===== src/hw/ddr_test_pkg.sv =====
// shared widths, command structs, lane seeds and enums for the ddr traffic generator and its bench
package ddr_test_pkg;

  // local port geometry
  localparam int DATA_W   = 64;
  localparam int LANES    = 8;
  localparam int ROW_W    = 13;
  localparam int COL_W    = 9;
  localparam int BANK_W   = 2;

  // column advance per one-beat access
  localparam int COL_STEP = 4;

  // lfsr seed per byte lane, lane 0 is the low entry
  localparam logic [LANES-1:0][7:0] LANE_SEEDS = {
    8'd71, 8'd61, 8'd51, 8'd41, 8'd31, 8'd21, 8'd11, 8'd1
  };

  typedef struct packed {
    logic [BANK_W-1:0] bank;
    logic [ROW_W-1:0]  row;
    logic [COL_W-1:0]  col;
  } mem_addr_t;

  typedef struct packed {
    logic      write_req;
    logic      read_req;
    logic      burst_begin;
    mem_addr_t addr;
  } mem_cmd_t;

  typedef enum logic [1:0] {
    MODE_SEQ_ADDR,
    MODE_DATA_MASK,
    MODE_ADDR_PIN,
    MODE_NONE
  } test_mode_t;

  typedef enum logic [3:0] {
    ST_INIT,
    ST_START,
    ST_CLEAR_WRITE,
    ST_CLEAR_DRAIN,
    ST_RELOAD,
    ST_WRITE,
    ST_WRITE_DRAIN,
    ST_READ,
    ST_READ_DRAIN,
    ST_DONE
  } seq_state_t;

endpackage


===== src/hw/address_gen.sv =====
// bank/row/column counter for the tests, sequential sweep or walking-one row pattern
`timescale 1ns/10ps

module address_gen #(
  parameter int MAX_ROW  = 3,
  parameter int MAX_COL  = 16,
  parameter int MAX_BANK = 3
) (
  input  logic                     clk,
  input  logic                     reset_n,
  input  ddr_test_pkg::test_mode_t mode,
  input  logic                     addr_step,
  input  logic                     addr_clear,
  output ddr_test_pkg::mem_addr_t  addr,
  output logic                     at_end
);

  localparam int RW = ddr_test_pkg::ROW_W;
  localparam int CW = ddr_test_pkg::COL_W;
  localparam int BW = ddr_test_pkg::BANK_W;

  localparam logic [RW-1:0] ROW_LAST  = RW'(MAX_ROW);
  localparam logic [CW-1:0] COL_LAST  = CW'(MAX_COL);
  localparam logic [BW-1:0] BANK_LAST = BW'(MAX_BANK);
  localparam logic [RW-1:0] ROW_TOP   = {1'b1, {(RW-1){1'b0}}};

  logic          walk;
  logic [BW-1:0] bank_next;

  assign walk      = (mode == ddr_test_pkg::MODE_ADDR_PIN);
  assign bank_next = (addr.bank == BANK_LAST) ? '0 : addr.bank + 1'b1;

  // last address of the range for the active pattern
  assign at_end = walk ? (&addr.row)
                       : (addr.col >= COL_LAST && addr.row == ROW_LAST && addr.bank == BANK_LAST);

  always_ff @(posedge clk or negedge reset_n)
  begin
    if (!reset_n)
      addr <= '0;
    else if (addr_clear)
    begin
      addr <= '0;
      // walking pattern opens on row 1, column 4
      if (walk)
      begin
        addr.row <= RW'(1);
        addr.col <= CW'(ddr_test_pkg::COL_STEP);
      end
    end
    else if (addr_step && walk)
    begin
      addr.bank <= bank_next;
      if (addr.row == ROW_TOP)
      begin
        addr.row <= ~RW'(1);
        addr.col <= {{(CW-3){1'b1}}, 3'b000};
      end
      else if (addr.row == ~ROW_TOP)
      begin
        addr.row <= '1;
        addr.col <= {{(CW-2){1'b1}}, 2'b00};
      end
      else
      begin
        addr.row          <= {addr.row[RW-2:0], addr.row[RW-1]};
        addr.col[CW-1:2] <= {addr.col[CW-2:2], addr.col[CW-1]};
      end
    end
    else if (addr_step)
    begin
      // column, then row, then bank
      if (addr.col >= COL_LAST)
      begin
        addr.col <= '0;
        if (addr.row == ROW_LAST)
        begin
          addr.row  <= '0;
          addr.bank <= bank_next;
        end
        else
          addr.row <= addr.row + 1'b1;
      end
      else
        addr.col <= addr.col + CW'(ddr_test_pkg::COL_STEP);
    end
  end

endmodule


===== src/hw/ddr_test_driver.sv =====
// top of the self-checking ddr local port traffic generator, drives the port and reports pass flags
`timescale 1ns/10ps

module ddr_test_driver #(
  parameter int MAX_ROW  = 3,
  parameter int MAX_COL  = 16,
  parameter int MAX_BANK = 3
) (
  input  logic                                clk,
  input  logic                                reset_n,
  input  logic                                local_ready,
  input  logic [ddr_test_pkg::DATA_W-1:0]     local_rdata,
  input  logic                                local_rdata_valid,
  output logic                                local_write_req,
  output logic                                local_read_req,
  output logic                                local_burstbegin,
  output logic [ddr_test_pkg::BANK_W-1:0]     local_bank_addr,
  output logic [ddr_test_pkg::ROW_W-1:0]      local_row_addr,
  output logic [ddr_test_pkg::COL_W-1:0]      local_col_addr,
  output logic [ddr_test_pkg::DATA_W-1:0]     local_wdata,
  output logic [ddr_test_pkg::LANES-1:0]      local_be,
  output logic [ddr_test_pkg::LANES-1:0]      pnf_per_byte,
  output logic                                pnf_persist,
  output logic                                test_complete,
  output logic [7:0]                          test_status
);

  ddr_test_pkg::test_mode_t        mode;
  ddr_test_pkg::mem_cmd_t          seq_cmd;
  ddr_test_pkg::mem_cmd_t          cmd;
  ddr_test_pkg::mem_addr_t         addr;
  logic                            at_end;
  logic                            addr_step;
  logic                            addr_clear;
  logic                            load_pattern;
  logic                            clear_data;
  logic                            be_reset;
  logic                            capture_seed;
  logic                            advance;
  logic [ddr_test_pkg::DATA_W-1:0] expect_data;

  // request bits from the sequencer, address from the counter
  assign cmd = '{
    write_req:   seq_cmd.write_req,
    read_req:    seq_cmd.read_req,
    burst_begin: seq_cmd.burst_begin,
    addr:        addr
  };

  assign local_write_req  = cmd.write_req;
  assign local_read_req   = cmd.read_req;
  assign local_burstbegin = cmd.burst_begin;
  assign local_bank_addr  = cmd.addr.bank;
  assign local_row_addr   = cmd.addr.row;
  assign local_col_addr   = cmd.addr.col;

  // generators step on every accepted write and every returned beat
  assign advance = (cmd.write_req & local_ready) | local_rdata_valid;

  // one status bit per active test, bit 1 was the incomplete-write test
  assign test_status = {
    test_complete,
    3'b000,
    mode == ddr_test_pkg::MODE_ADDR_PIN,
    mode == ddr_test_pkg::MODE_DATA_MASK,
    1'b0,
    mode == ddr_test_pkg::MODE_SEQ_ADDR
  };

  test_sequencer u_sequencer (
    .clk               (clk),
    .reset_n           (reset_n),
    .local_ready       (local_ready),
    .local_rdata_valid (local_rdata_valid),
    .at_end            (at_end),
    .mode              (mode),
    .cmd               (seq_cmd),
    .addr_step         (addr_step),
    .addr_clear        (addr_clear),
    .load_pattern      (load_pattern),
    .clear_data        (clear_data),
    .be_reset          (be_reset),
    .capture_seed      (capture_seed),
    .test_complete     (test_complete)
  );

  address_gen #(
    .MAX_ROW  (MAX_ROW),
    .MAX_COL  (MAX_COL),
    .MAX_BANK (MAX_BANK)
  ) u_address_gen (
    .clk        (clk),
    .reset_n    (reset_n),
    .mode       (mode),
    .addr_step  (addr_step),
    .addr_clear (addr_clear),
    .addr       (addr),
    .at_end     (at_end)
  );

  write_pattern_gen u_pattern_gen (
    .clk          (clk),
    .reset_n      (reset_n),
    .mode         (mode),
    .advance      (advance),
    .load_pattern (load_pattern),
    .clear_data   (clear_data),
    .be_reset     (be_reset),
    .capture_seed (capture_seed),
    .wdata        (local_wdata),
    .expect_data  (expect_data),
    .be           (local_be)
  );

  read_checker u_read_checker (
    .clk               (clk),
    .reset_n           (reset_n),
    .local_rdata       (local_rdata),
    .local_rdata_valid (local_rdata_valid),
    .expect_data       (expect_data),
    .be                (local_be),
    .pnf_per_byte      (pnf_per_byte),
    .pnf_persist       (pnf_persist)
  );

endmodule


===== src/hw/lfsr_lane.sv =====
// one byte lane of the data pattern generator, an 8-bit maximal-length lfsr with reload
`timescale 1ns/10ps

module lfsr_lane #(
  parameter logic [7:0] SEED = 8'd1
) (
  input  logic       clk,
  input  logic       reset_n,
  input  logic       enable,
  input  logic       load,
  input  logic       pause,
  input  logic [7:0] ldata,
  output logic [7:0] data
);

  logic feedback;

  // taps for x^8 + x^6 + x^5 + x^4 + 1
  assign feedback = data[7] ^ data[5] ^ data[4] ^ data[3];

  always_ff @(posedge clk or negedge reset_n)
  begin
    if (!reset_n)
      data <= SEED;
    else if (load)
      data <= ldata;
    else if (enable && !pause)
      data <= {data[6:0], feedback};
  end

endmodule


===== src/hw/read_checker.sv =====
// read-back comparator, per-lane pass flags and a sticky overall pass flag
`timescale 1ns/10ps

module read_checker (
  input  logic                            clk,
  input  logic                            reset_n,
  input  logic [ddr_test_pkg::DATA_W-1:0] local_rdata,
  input  logic                            local_rdata_valid,
  input  logic [ddr_test_pkg::DATA_W-1:0] expect_data,
  input  logic [ddr_test_pkg::LANES-1:0]  be,
  output logic [ddr_test_pkg::LANES-1:0]  pnf_per_byte,
  output logic                            pnf_persist
);

  localparam int NL = ddr_test_pkg::LANES;

  logic [NL-1:0] compare;
  logic [NL-1:0] compare_reg;
  logic [NL-1:0] compare_hold;
  logic          last_valid;
  logic [2:0]    seen;
  logic          persist_int;

  // masked lanes expect the zeros of the clearing pass
  always_comb
  begin
    for (int i = 0; i < NL; i++)
      compare[i] = (expect_data[8*i +: 8] & {8{be[i]}}) == local_rdata[8*i +: 8];
  end

  always_ff @(posedge clk or negedge reset_n)
  begin
    if (!reset_n)
    begin
      compare_reg  <= '1;
      compare_hold <= '1;
      pnf_per_byte <= '1;
      last_valid   <= 1'b0;
      seen         <= '0;
      persist_int  <= 1'b0;
      pnf_persist  <= 1'b0;
    end
    else
    begin
      compare_reg <= compare;
      last_valid  <= local_rdata_valid;
      // first read seen, delayed to line up with the compare stages
      seen <= {seen[1:0], seen[0] | local_rdata_valid};
      if (last_valid)
        compare_hold <= compare_reg;
      pnf_per_byte <= compare_hold;
      persist_int  <= (&compare_hold) & seen[1] & (persist_int | ~seen[2]);
      pnf_persist  <= persist_int;
    end
  end

endmodule


===== src/hw/test_sequencer.sv =====
// test loop controller, runs write, reload and read phases for each test and tracks open reads
`timescale 1ns/10ps

module test_sequencer (
  input  logic                     clk,
  input  logic                     reset_n,
  input  logic                     local_ready,
  input  logic                     local_rdata_valid,
  input  logic                     at_end,
  output ddr_test_pkg::test_mode_t mode,
  output ddr_test_pkg::mem_cmd_t   cmd,
  output logic                     addr_step,
  output logic                     addr_clear,
  output logic                     load_pattern,
  output logic                     clear_data,
  output logic                     be_reset,
  output logic                     capture_seed,
  output logic                     test_complete
);

  ddr_test_pkg::seq_state_t state;
  logic                     write_req;
  logic                     read_req;
  logic                     burst_begin;
  logic                     accept;
  logic [5:0]               rd_count;

  assign accept    = (write_req | read_req) & local_ready;
  assign addr_step = accept;

  // address is filled in at the top level
  assign cmd = '{
    write_req:   write_req,
    read_req:    read_req,
    burst_begin: burst_begin,
    addr:        '0
  };

  // one-cycle strobes decoded from the state
  assign capture_seed = (state == ddr_test_pkg::ST_START);
  assign addr_clear   = state inside {ddr_test_pkg::ST_START, ddr_test_pkg::ST_CLEAR_DRAIN,
                                      ddr_test_pkg::ST_RELOAD};
  assign load_pattern = state inside {ddr_test_pkg::ST_CLEAR_DRAIN, ddr_test_pkg::ST_RELOAD};
  assign be_reset     = load_pattern;

  // --------------------
  // outstanding reads
  always_ff @(posedge clk or negedge reset_n)
  begin
    if (!reset_n)
      rd_count <= '0;
    else
    begin
      case ({read_req & local_ready, local_rdata_valid})
        2'b10:   rd_count <= rd_count + 1'b1;
        2'b01:   rd_count <= rd_count - 1'b1;
        default: rd_count <= rd_count;
      endcase
    end
  end

  // --------------------
  // phase state machine
  always_ff @(posedge clk or negedge reset_n)
  begin
    if (!reset_n)
    begin
      state         <= ddr_test_pkg::ST_INIT;
      mode          <= ddr_test_pkg::MODE_NONE;
      write_req     <= 1'b0;
      read_req      <= 1'b0;
      burst_begin   <= 1'b0;
      clear_data    <= 1'b0;
      test_complete <= 1'b0;
    end
    else
    begin
      case (state)
        ddr_test_pkg::ST_INIT:
        begin
          test_complete <= 1'b0;
          mode          <= ddr_test_pkg::MODE_SEQ_ADDR;
          state         <= ddr_test_pkg::ST_START;
        end
        ddr_test_pkg::ST_START:
        begin
          write_req   <= 1'b1;
          burst_begin <= 1'b1;
          // mask test zeroes its range first
          if (mode == ddr_test_pkg::MODE_DATA_MASK)
          begin
            clear_data <= 1'b1;
            state      <= ddr_test_pkg::ST_CLEAR_WRITE;
          end
          else
            state <= ddr_test_pkg::ST_WRITE;
        end
        ddr_test_pkg::ST_CLEAR_WRITE, ddr_test_pkg::ST_WRITE:
        begin
          // a new beat only follows an accepted one
          burst_begin <= accept & ~at_end;
          if (accept && at_end)
          begin
            write_req <= 1'b0;
            if (state == ddr_test_pkg::ST_CLEAR_WRITE)
              state <= ddr_test_pkg::ST_CLEAR_DRAIN;
            else
              state <= ddr_test_pkg::ST_WRITE_DRAIN;
          end
        end
        ddr_test_pkg::ST_CLEAR_DRAIN:
        begin
          clear_data  <= 1'b0;
          write_req   <= 1'b1;
          burst_begin <= 1'b1;
          state       <= ddr_test_pkg::ST_WRITE;
        end
        ddr_test_pkg::ST_WRITE_DRAIN:
          state <= ddr_test_pkg::ST_RELOAD;
        ddr_test_pkg::ST_RELOAD:
        begin
          read_req    <= 1'b1;
          burst_begin <= 1'b1;
          state       <= ddr_test_pkg::ST_READ;
        end
        ddr_test_pkg::ST_READ:
        begin
          burst_begin <= accept & ~at_end;
          if (accept && at_end)
          begin
            read_req <= 1'b0;
            state    <= ddr_test_pkg::ST_READ_DRAIN;
          end
        end
        ddr_test_pkg::ST_READ_DRAIN:
        begin
          // wait for every read beat before the next test
          if (rd_count == '0)
          begin
            case (mode)
              ddr_test_pkg::MODE_SEQ_ADDR:
              begin
                mode  <= ddr_test_pkg::MODE_DATA_MASK;
                state <= ddr_test_pkg::ST_START;
              end
              ddr_test_pkg::MODE_DATA_MASK:
              begin
                mode  <= ddr_test_pkg::MODE_ADDR_PIN;
                state <= ddr_test_pkg::ST_START;
              end
              default:
              begin
                mode  <= ddr_test_pkg::MODE_NONE;
                state <= ddr_test_pkg::ST_DONE;
              end
            endcase
          end
        end
        ddr_test_pkg::ST_DONE:
        begin
          test_complete <= 1'b1;
          state         <= ddr_test_pkg::ST_INIT;
        end
        default:
          state <= ddr_test_pkg::ST_INIT;
      endcase
    end
  end

  // --------------------
  // protocol checks
  a_req_exclusive: assert property (@(posedge clk) disable iff (!reset_n)
    !(write_req && read_req));

  // every returned beat belongs to an accepted read
  a_rd_no_underflow: assert property (@(posedge clk) disable iff (!reset_n)
    local_rdata_valid |-> (rd_count != '0));

endmodule


===== src/hw/write_pattern_gen.sv =====
// write data and byte-enable source, replays the same pattern as expected data on read-back
`timescale 1ns/10ps

module write_pattern_gen (
  input  logic                            clk,
  input  logic                            reset_n,
  input  ddr_test_pkg::test_mode_t        mode,
  input  logic                            advance,
  input  logic                            load_pattern,
  input  logic                            clear_data,
  input  logic                            be_reset,
  input  logic                            capture_seed,
  output logic [ddr_test_pkg::DATA_W-1:0] wdata,
  output logic [ddr_test_pkg::DATA_W-1:0] expect_data,
  output logic [ddr_test_pkg::LANES-1:0]  be
);

  localparam int NL = ddr_test_pkg::LANES;

  logic [NL-1:0][7:0] lane_data;
  logic [NL-1:0][7:0] seed_reg;
  logic               masked;

  // lanes hold through the zero-clearing pass
  for (genvar i = 0; i < NL; i++)
  begin : g_lane
    lfsr_lane #(
      .SEED (ddr_test_pkg::LANE_SEEDS[i])
    ) u_lane (
      .clk     (clk),
      .reset_n (reset_n),
      .enable  (advance),
      .load    (load_pattern),
      .pause   (clear_data),
      .ldata   (seed_reg[i]),
      .data    (lane_data[i])
    );
  end

  // lane state at test start, reloaded before the read pass
  always_ff @(posedge clk)
  begin
    if (capture_seed)
      seed_reg <= lane_data;
  end

  assign expect_data = lane_data;
  assign wdata       = clear_data ? '0 : lane_data;

  // --------------------
  // byte enables
  assign masked = (mode == ddr_test_pkg::MODE_DATA_MASK) && !clear_data;

  always_ff @(posedge clk or negedge reset_n)
  begin
    if (!reset_n)
      be <= '1;
    else if (mode != ddr_test_pkg::MODE_DATA_MASK)
      be <= '1;
    else if (be_reset)
      be <= NL'(1);
    else if (clear_data)
      be <= '1;
    else if (advance)
      be <= {be[NL-2:0], be[NL-1]};
  end

  // each masked beat writes or checks exactly one lane
  a_be_onehot: assert property (@(posedge clk) disable iff (!reset_n)
    (masked && advance) |-> $onehot(be));

endmodule


===== config.mk =====
export PLATFORM = sky130hd
export DESIGN_NAME = ddr_test_driver
export DESIGN_NICKNAME = d
export VERILOG_FILES = /design/src/hw/ddr_test_pkg.sv /design/src/hw/address_gen.sv /design/src/hw/ddr_test_driver.sv /design/src/hw/lfsr_lane.sv /design/src/hw/read_checker.sv /design/src/hw/test_sequencer.sv /design/src/hw/write_pattern_gen.sv
export SDC_FILE = /design/constraint.sdc
export NUM_CORES = 1
export LEC_CHECK = 0
export ABC_AREA = 0
export BUFFER_PORTS_ARGS = -buffer_cell sky130_fd_sc_hd__buf_2
export CAP_MARGIN = 20
export CORE_MARGIN = 5
export CORE_UTILIZATION = 57
export DETAILED_ROUTE_END_ITERATION = 16
export PLACE_DENSITY = 0.88
export SYNTH_ARGS = -nofsm -noshare
export SYNTH_HDL_FRONTEND = slang
export SYNTH_HIERARCHICAL = 1
export SYNTH_SLANG_ARGS = --single-unit

===== constraint.sdc =====
create_clock -name clk -period 7.8 [get_ports clk]
set_clock_uncertainty 0.1 [all_clocks]
set_input_delay 0 -clock clk [delete_from_list [all_inputs] [get_ports clk]]
set_output_delay 0 -clock clk [all_outputs]
set_load 0.03 [all_outputs]

# Word level (Yosys, flattened, before mapping)
# Index checks and enable logic that the tools add are counted.
dict set report word_totals {
  ff_bits 207
  latchBits 0
  ramBits 0
  romBits 0
  in_bits 68
  memories 0
}
dict set report classes {
  add_sub_neg 5
  mul 0
  n_div 0
  n_lt_le_gt_ge 1
  n_eq_ne 31
  n_shift 0
  muxes 52
  n_bitwise 44
  n_reduce_logical 38
}
# cell count
set ops {}
lappend ops {{8-bit two-way mux} 20}
lappend ops {{24-bit two-way mux} 3}
lappend ops {{8-bit AND} 8}
lappend ops {{8-bit == test} 8}
lappend ops {{64-bit two-way mux} 1}
lappend ops {{4-bit one-hot mux with 8 select lines} 1}
lappend ops {{1-bit bitwise XOR} 24}
lappend ops {{22-bit two-way mux} 1}
lappend ops {{20-bit two-way mux} 1}
lappend ops {{2-bit nonzero test} 9}
lappend ops {{4-bit by 3-bit == test with 1-bit output, second input constant} 4}
lappend ops {{4-bit two-way mux} 4}
lappend ops {{15-bit two-way mux} 1}
lappend ops {{13-bit by 1-bit adder with 13-bit output, second input constant} 1}
lappend ops {{13-bit by 12-bit == test with 1-bit output, second input constant} 1}
lappend ops {{13-bit == test, second input constant} 1}
lappend ops {{13-bit by 2-bit == test with 1-bit output, second input constant} 1}
lappend ops {{13-bit two-way mux} 1}
lappend ops {{13-bit AND reduction} 1}
lappend ops {{6-bit one-hot mux with 2 select lines} 1}
lappend ops {{2-bit AND reduction} 6}
lappend ops {{3-bit nonzero test} 4}
lappend ops {{10-bit two-way mux} 1}
lappend ops {{1-bit one-hot mux with 2 select lines} 5}
lappend ops {{31 further kinds} 63}

# Logic depth before layout (Yosys ltp)
dict set report logic_depth {
  word_depth 7
  mapped_depth 10
  mapped_depth_nobuf 8
}

# Modules after synthesis
# Netlist, hierarchy kept.
# mod n_inst cells_per_inst area_each_um2 seq_area_each_um2
set by_module_without_submodules {}
lappend by_module_without_submodules {write_pattern_gen 1 163 2735.1 2132.0}
lappend by_module_without_submodules {read_checker 1 287 2458.6 780.7}
lappend by_module_without_submodules {address_gen 1 184 1556.5 550.5}
lappend by_module_without_submodules {test_sequencer 1 153 1308.8 427.9}
lappend by_module_without_submodules {{lfsr_lane (u_pattern_gen.g_lane[1].u_lane ...)} 3 39 420.4 203.9}
lappend by_module_without_submodules {{lfsr_lane (u_pattern_gen.g_lane[3].u_lane ...)} 2 39 422.9 206.4}
lappend by_module_without_submodules {{lfsr_lane (u_pattern_gen.g_lane[5].u_lane ...)} 2 39 421.7 205.2}
lappend by_module_without_submodules {{lfsr_lane (u_pattern_gen.g_lane[0].u_lane)} 1 39 417.9 201.4}
lappend by_module_without_submodules {ddr_test_driver 1 10 67.6 0.0}

# Worst setup path after synthesis
# No wires, ideal clock.
dict set report synth_timing {
  path_kind {register to register}
  from {reg u_sequencer.state[1]}
  to {reg u_pattern_gen/seed_reg[0] (netlist name) (enable)}
  arrival_time_ns 5.127
  path_slack_ns 2.009
  path_stages_with_launch 4
  n_path_buf 2
  period_less_slack_ns 5.791
  path_cell_list {dfrtp_1 > clkbuf_1 > clkbuf_1 > nor3_1}
}
dict set report synth_between {
  elab_chain_cells 1
}
# item line_no
set synth_rtl {}
lappend synth_rtl {{start, declared} test_sequencer.sv:21} ;# ddr_test_pkg::seq_state_t state;
lappend synth_rtl {{start signal, assigned} test_sequencer.sv:68} ;# state <= ddr_test_pkg::ST_INIT;
lappend synth_rtl {{start signal, assigned} test_sequencer.sv:83} ;# state <= ddr_test_pkg::ST_START;
lappend synth_rtl {{start signal, assigned} test_sequencer.sv:93} ;# state <= ddr_test_pkg::ST_CLEAR_WRITE;
lappend synth_rtl {{4-bit by 1-bit == test with 1-bit output} test_sequencer.sv:40} ;# assign capture_seed = (state == ddr_test_pkg::ST_START);
lappend synth_rtl {{named net capture_seed} ddr_test_driver.sv:38} ;# logic capture_seed;
lappend synth_rtl {{end signal, assigned} write_pattern_gen.sv:44} ;# seed_reg <= lane_data;
lappend synth_rtl {{end, declared} write_pattern_gen.sv:21} ;# logic [NL-1:0][7:0] seed_reg;
# The timed path passes the listed nets, and every way through them passes these cells.
# A chain may end at the register's enable or synchronous reset.

# Worst setup path in the final report
dict set report layout_timing {
  from {reg u_sequencer.state[1]}
  to {reg u_pattern_gen.g_lane[7].u_lane.data[0]}
}
dict set report layout_between {
  elab_chain_cells 3
  elab_cells_between_ends 5
  cone_classes {2 x eq/ne; 1 x mux; 2 x reduce/logical}
}
# item line_no
set layout_rtl {}
lappend layout_rtl {{4-bit by 2-bit == test with 1-bit output / 4-bit by 3-bit == test with 1-bit output (equally long branches)} test_sequencer.sv:43} ;# assign load_pattern = state inside {ddr_test_pkg::ST_CLEAR_DRAIN, ddr_test_pkg::ST_RELOAD};
lappend layout_rtl {{2-bit nonzero test *} test_sequencer.sv:43}
lappend layout_rtl {{named net be_reset} ddr_test_driver.sv:37} ;# logic be_reset;
lappend layout_rtl {{8-bit two-way mux / 2-bit nonzero test (equally long branches)} n/a}
lappend layout_rtl {{end signal, assigned} lfsr_lane.sv:26} ;# data <= ldata;
lappend layout_rtl {{end signal, assigned} lfsr_lane.sv:28} ;# data <= {data[6:0], feedback};
lappend layout_rtl {{end, declared} lfsr_lane.sv:13} ;# output logic [7:0] data
# The timed path passes the listed nets; every way through them passes the cells marked *.

==> flow_metrics.tcl <==
set metrics [dict create \
    synthesis.area_um2 11300 \
    failed_checks "negative hold slack" \
    leakagePower_nw 5.70 \
    grt_max_degree 72 \
    fin_setup_tns_ns 0 \
    die_area_um2 22800 \
    cts_buffer_depth 3 \
    viasPerCell 5.90 \
    clock-sinks 205 \
    cts_root_buf "clkbuf_16" \
    ant_nets 0 \
    status "finished with violations" \
    htree_levels 1 \
    cts_tree "built" \
    post_cts_buffers 0 \
    worst_hold_slack_ns -0.0144 \
    crit_required_ns 8.11 \
    port_buffers 178 \
    dp.cells 1470 \
    die_y_um 151 \
    fin_cells 1546 \
    cp_max_fo 71 \
    post_cts_resized 0 \
    cp-start-kind "flip-flop" \
    layout_min_cycle_time_ns 3.07 \
    end_kind "flip-flop" \
    die_w_um 151 \
    area_delta_synth_final_pct 17.1 \
    path_clk_slew_ns 0.06 \
    grt_antenna_before_repair 1 \
    avgSynthCellArea_um2 10.4 \
    grt_pass1_vias 8887 \
    hold_violations 9 \
    layout_commonest_cell "buf_2" \
    rsz0062_at_grt "no" \
    rows 51 \
    final_core_util 0.679 \
    yosysWarnings 6 \
    initial_core_util 0.579 \
    worstPathArrival_ns 3.38 \
    place_congestion 0.908 \
    most-common-layout-cells "177 x buf_2, 100 x nand2_1, 78 x dfrtp_1" \
    drive_gt1_frac 0.259 \
    overflow 0 \
    setup_viol 0 \
    worst_pin_slew_ns 0.970 \
    hold_buffers 34 \
    fin_crit_sh 0.393 \
    power_density_nw_per_um2 383 \
    grt_usage 0.233 \
    fin_nets 1341 \
    worst_path_max_delay_cell "buf_4" \
    timing.fmax_mhz 326 \
    detail_route.wl_per_cell_um 17.6 \
    drc 0 \
    slew-limit-headroom 0.350 \
    crit_top_cell "buf_4" \
    peakVddDrop_uv 187 \
    grt_pass1_wl_mm 43.9 \
    wl_mm 27.2 \
    drt_iter0_drc 653 \
    fp.coreArea_um2 19500 \
    max_cap_viol_count 0 \
    crit_path_max_incr_delay_ns 0.63 \
    ios 185 \
    worstPathCellList "nor2_1 -> nand2_1 -> a21oi_4 -> buf_4 -> buf_4 -> nand2b_1 -> a2bb2oi_1 -> o21ai_1" \
    holdCritPathClass "input port to asynchronous set/reset pin" \
    insertion_delay_ns 0.50 \
    power_mw 5.07 \
    syn_inst 1084 \
    path_class "flip-flop to flip-flop" \
    vias 9118 \
    firstDrtPassIters 6 \
    hpwl_mm 17.1 \
    report.final.slew_viol_count 0 \
    cts_inserted_buffers 22 \
]
-- power by group --
part           switching [mW]  total [mW]  internal [mW]
logic                    1.20        2.04          0.840
registers               0.495        1.95           1.45
clock network           0.415        1.09          0.673
-- worst max-delay path, delay by kind of cell (launching register included) --
family / cells / cell delay (ns)
AND/OR/NAND/NOR: 3 / 0.59
flip-flops: 1 / 0.59
AO/OA/AOI/OAI: 3 / 0.49
buffers and inverters: 2 / 1.19
-- final timing paths --
check,from,to,slack (ns),cells after the start
setup / recovery,u_sequencer/state[1]$_DFFE_PN0P_,u_pattern_gen/g_lane[7].u_lane/data[0]$_DFFE_PN1P_,4.73,8
hold / removal,reset_n,u_pattern_gen/g_lane[1].u_lane/data[2]$_DFFE_PN0P_,-0.01,2
setup reg to reg,u_sequencer/state[1]$_DFFE_PN0P_,u_pattern_gen/g_lane[7].u_lane/data[0]$_DFFE_PN1P_,4.73,8
hold reg to reg,u_read_checker/seen[0]$_DFF_PN0_,u_read_checker/seen[1]$_DFF_PN0_,0.27,0
max in group asynchronous,reset_n,u_sequencer/clear_data$_DFFE_PN0P_,6.19,3
min in group clk,local_rdata_valid,u_read_checker/last_valid$_DFF_PN0_,0.17,2
-- routing by layer --
metal	GRT usage	part of all wire	vias to the layer above
met1	0.314	0.42	4443
met5	0	0	-
met4	0.0698	0.022	0
met2	0.396	0.50	356
met3	0.0299	0.061	56
li1	-	-	4263
-- stage by stage --
| step | setup slack (ns) | area [um2] |
|---|---|---|
| finish | 4.73 | 13300 |
| global route | 4.56 | 13300 |
| CTS | 4.75 | 13200 |
| detailed placement | 4.80 | 12100 |
| global placement | 5.00 | 12100 |
| floorplan | 2.01 | 11300 |
-- layout make-up --
type,count,area (um2)
diodes,1,2.50
clock buffers,29,597
clock inverters,11,165
fillers,1439,6280
inverters,12,45.0
multi-input cells,805,5300
flip-flops and latches,205,5530
well taps,265,332
repair buffers,218,1280
Power figures use the tool's default switching activity.
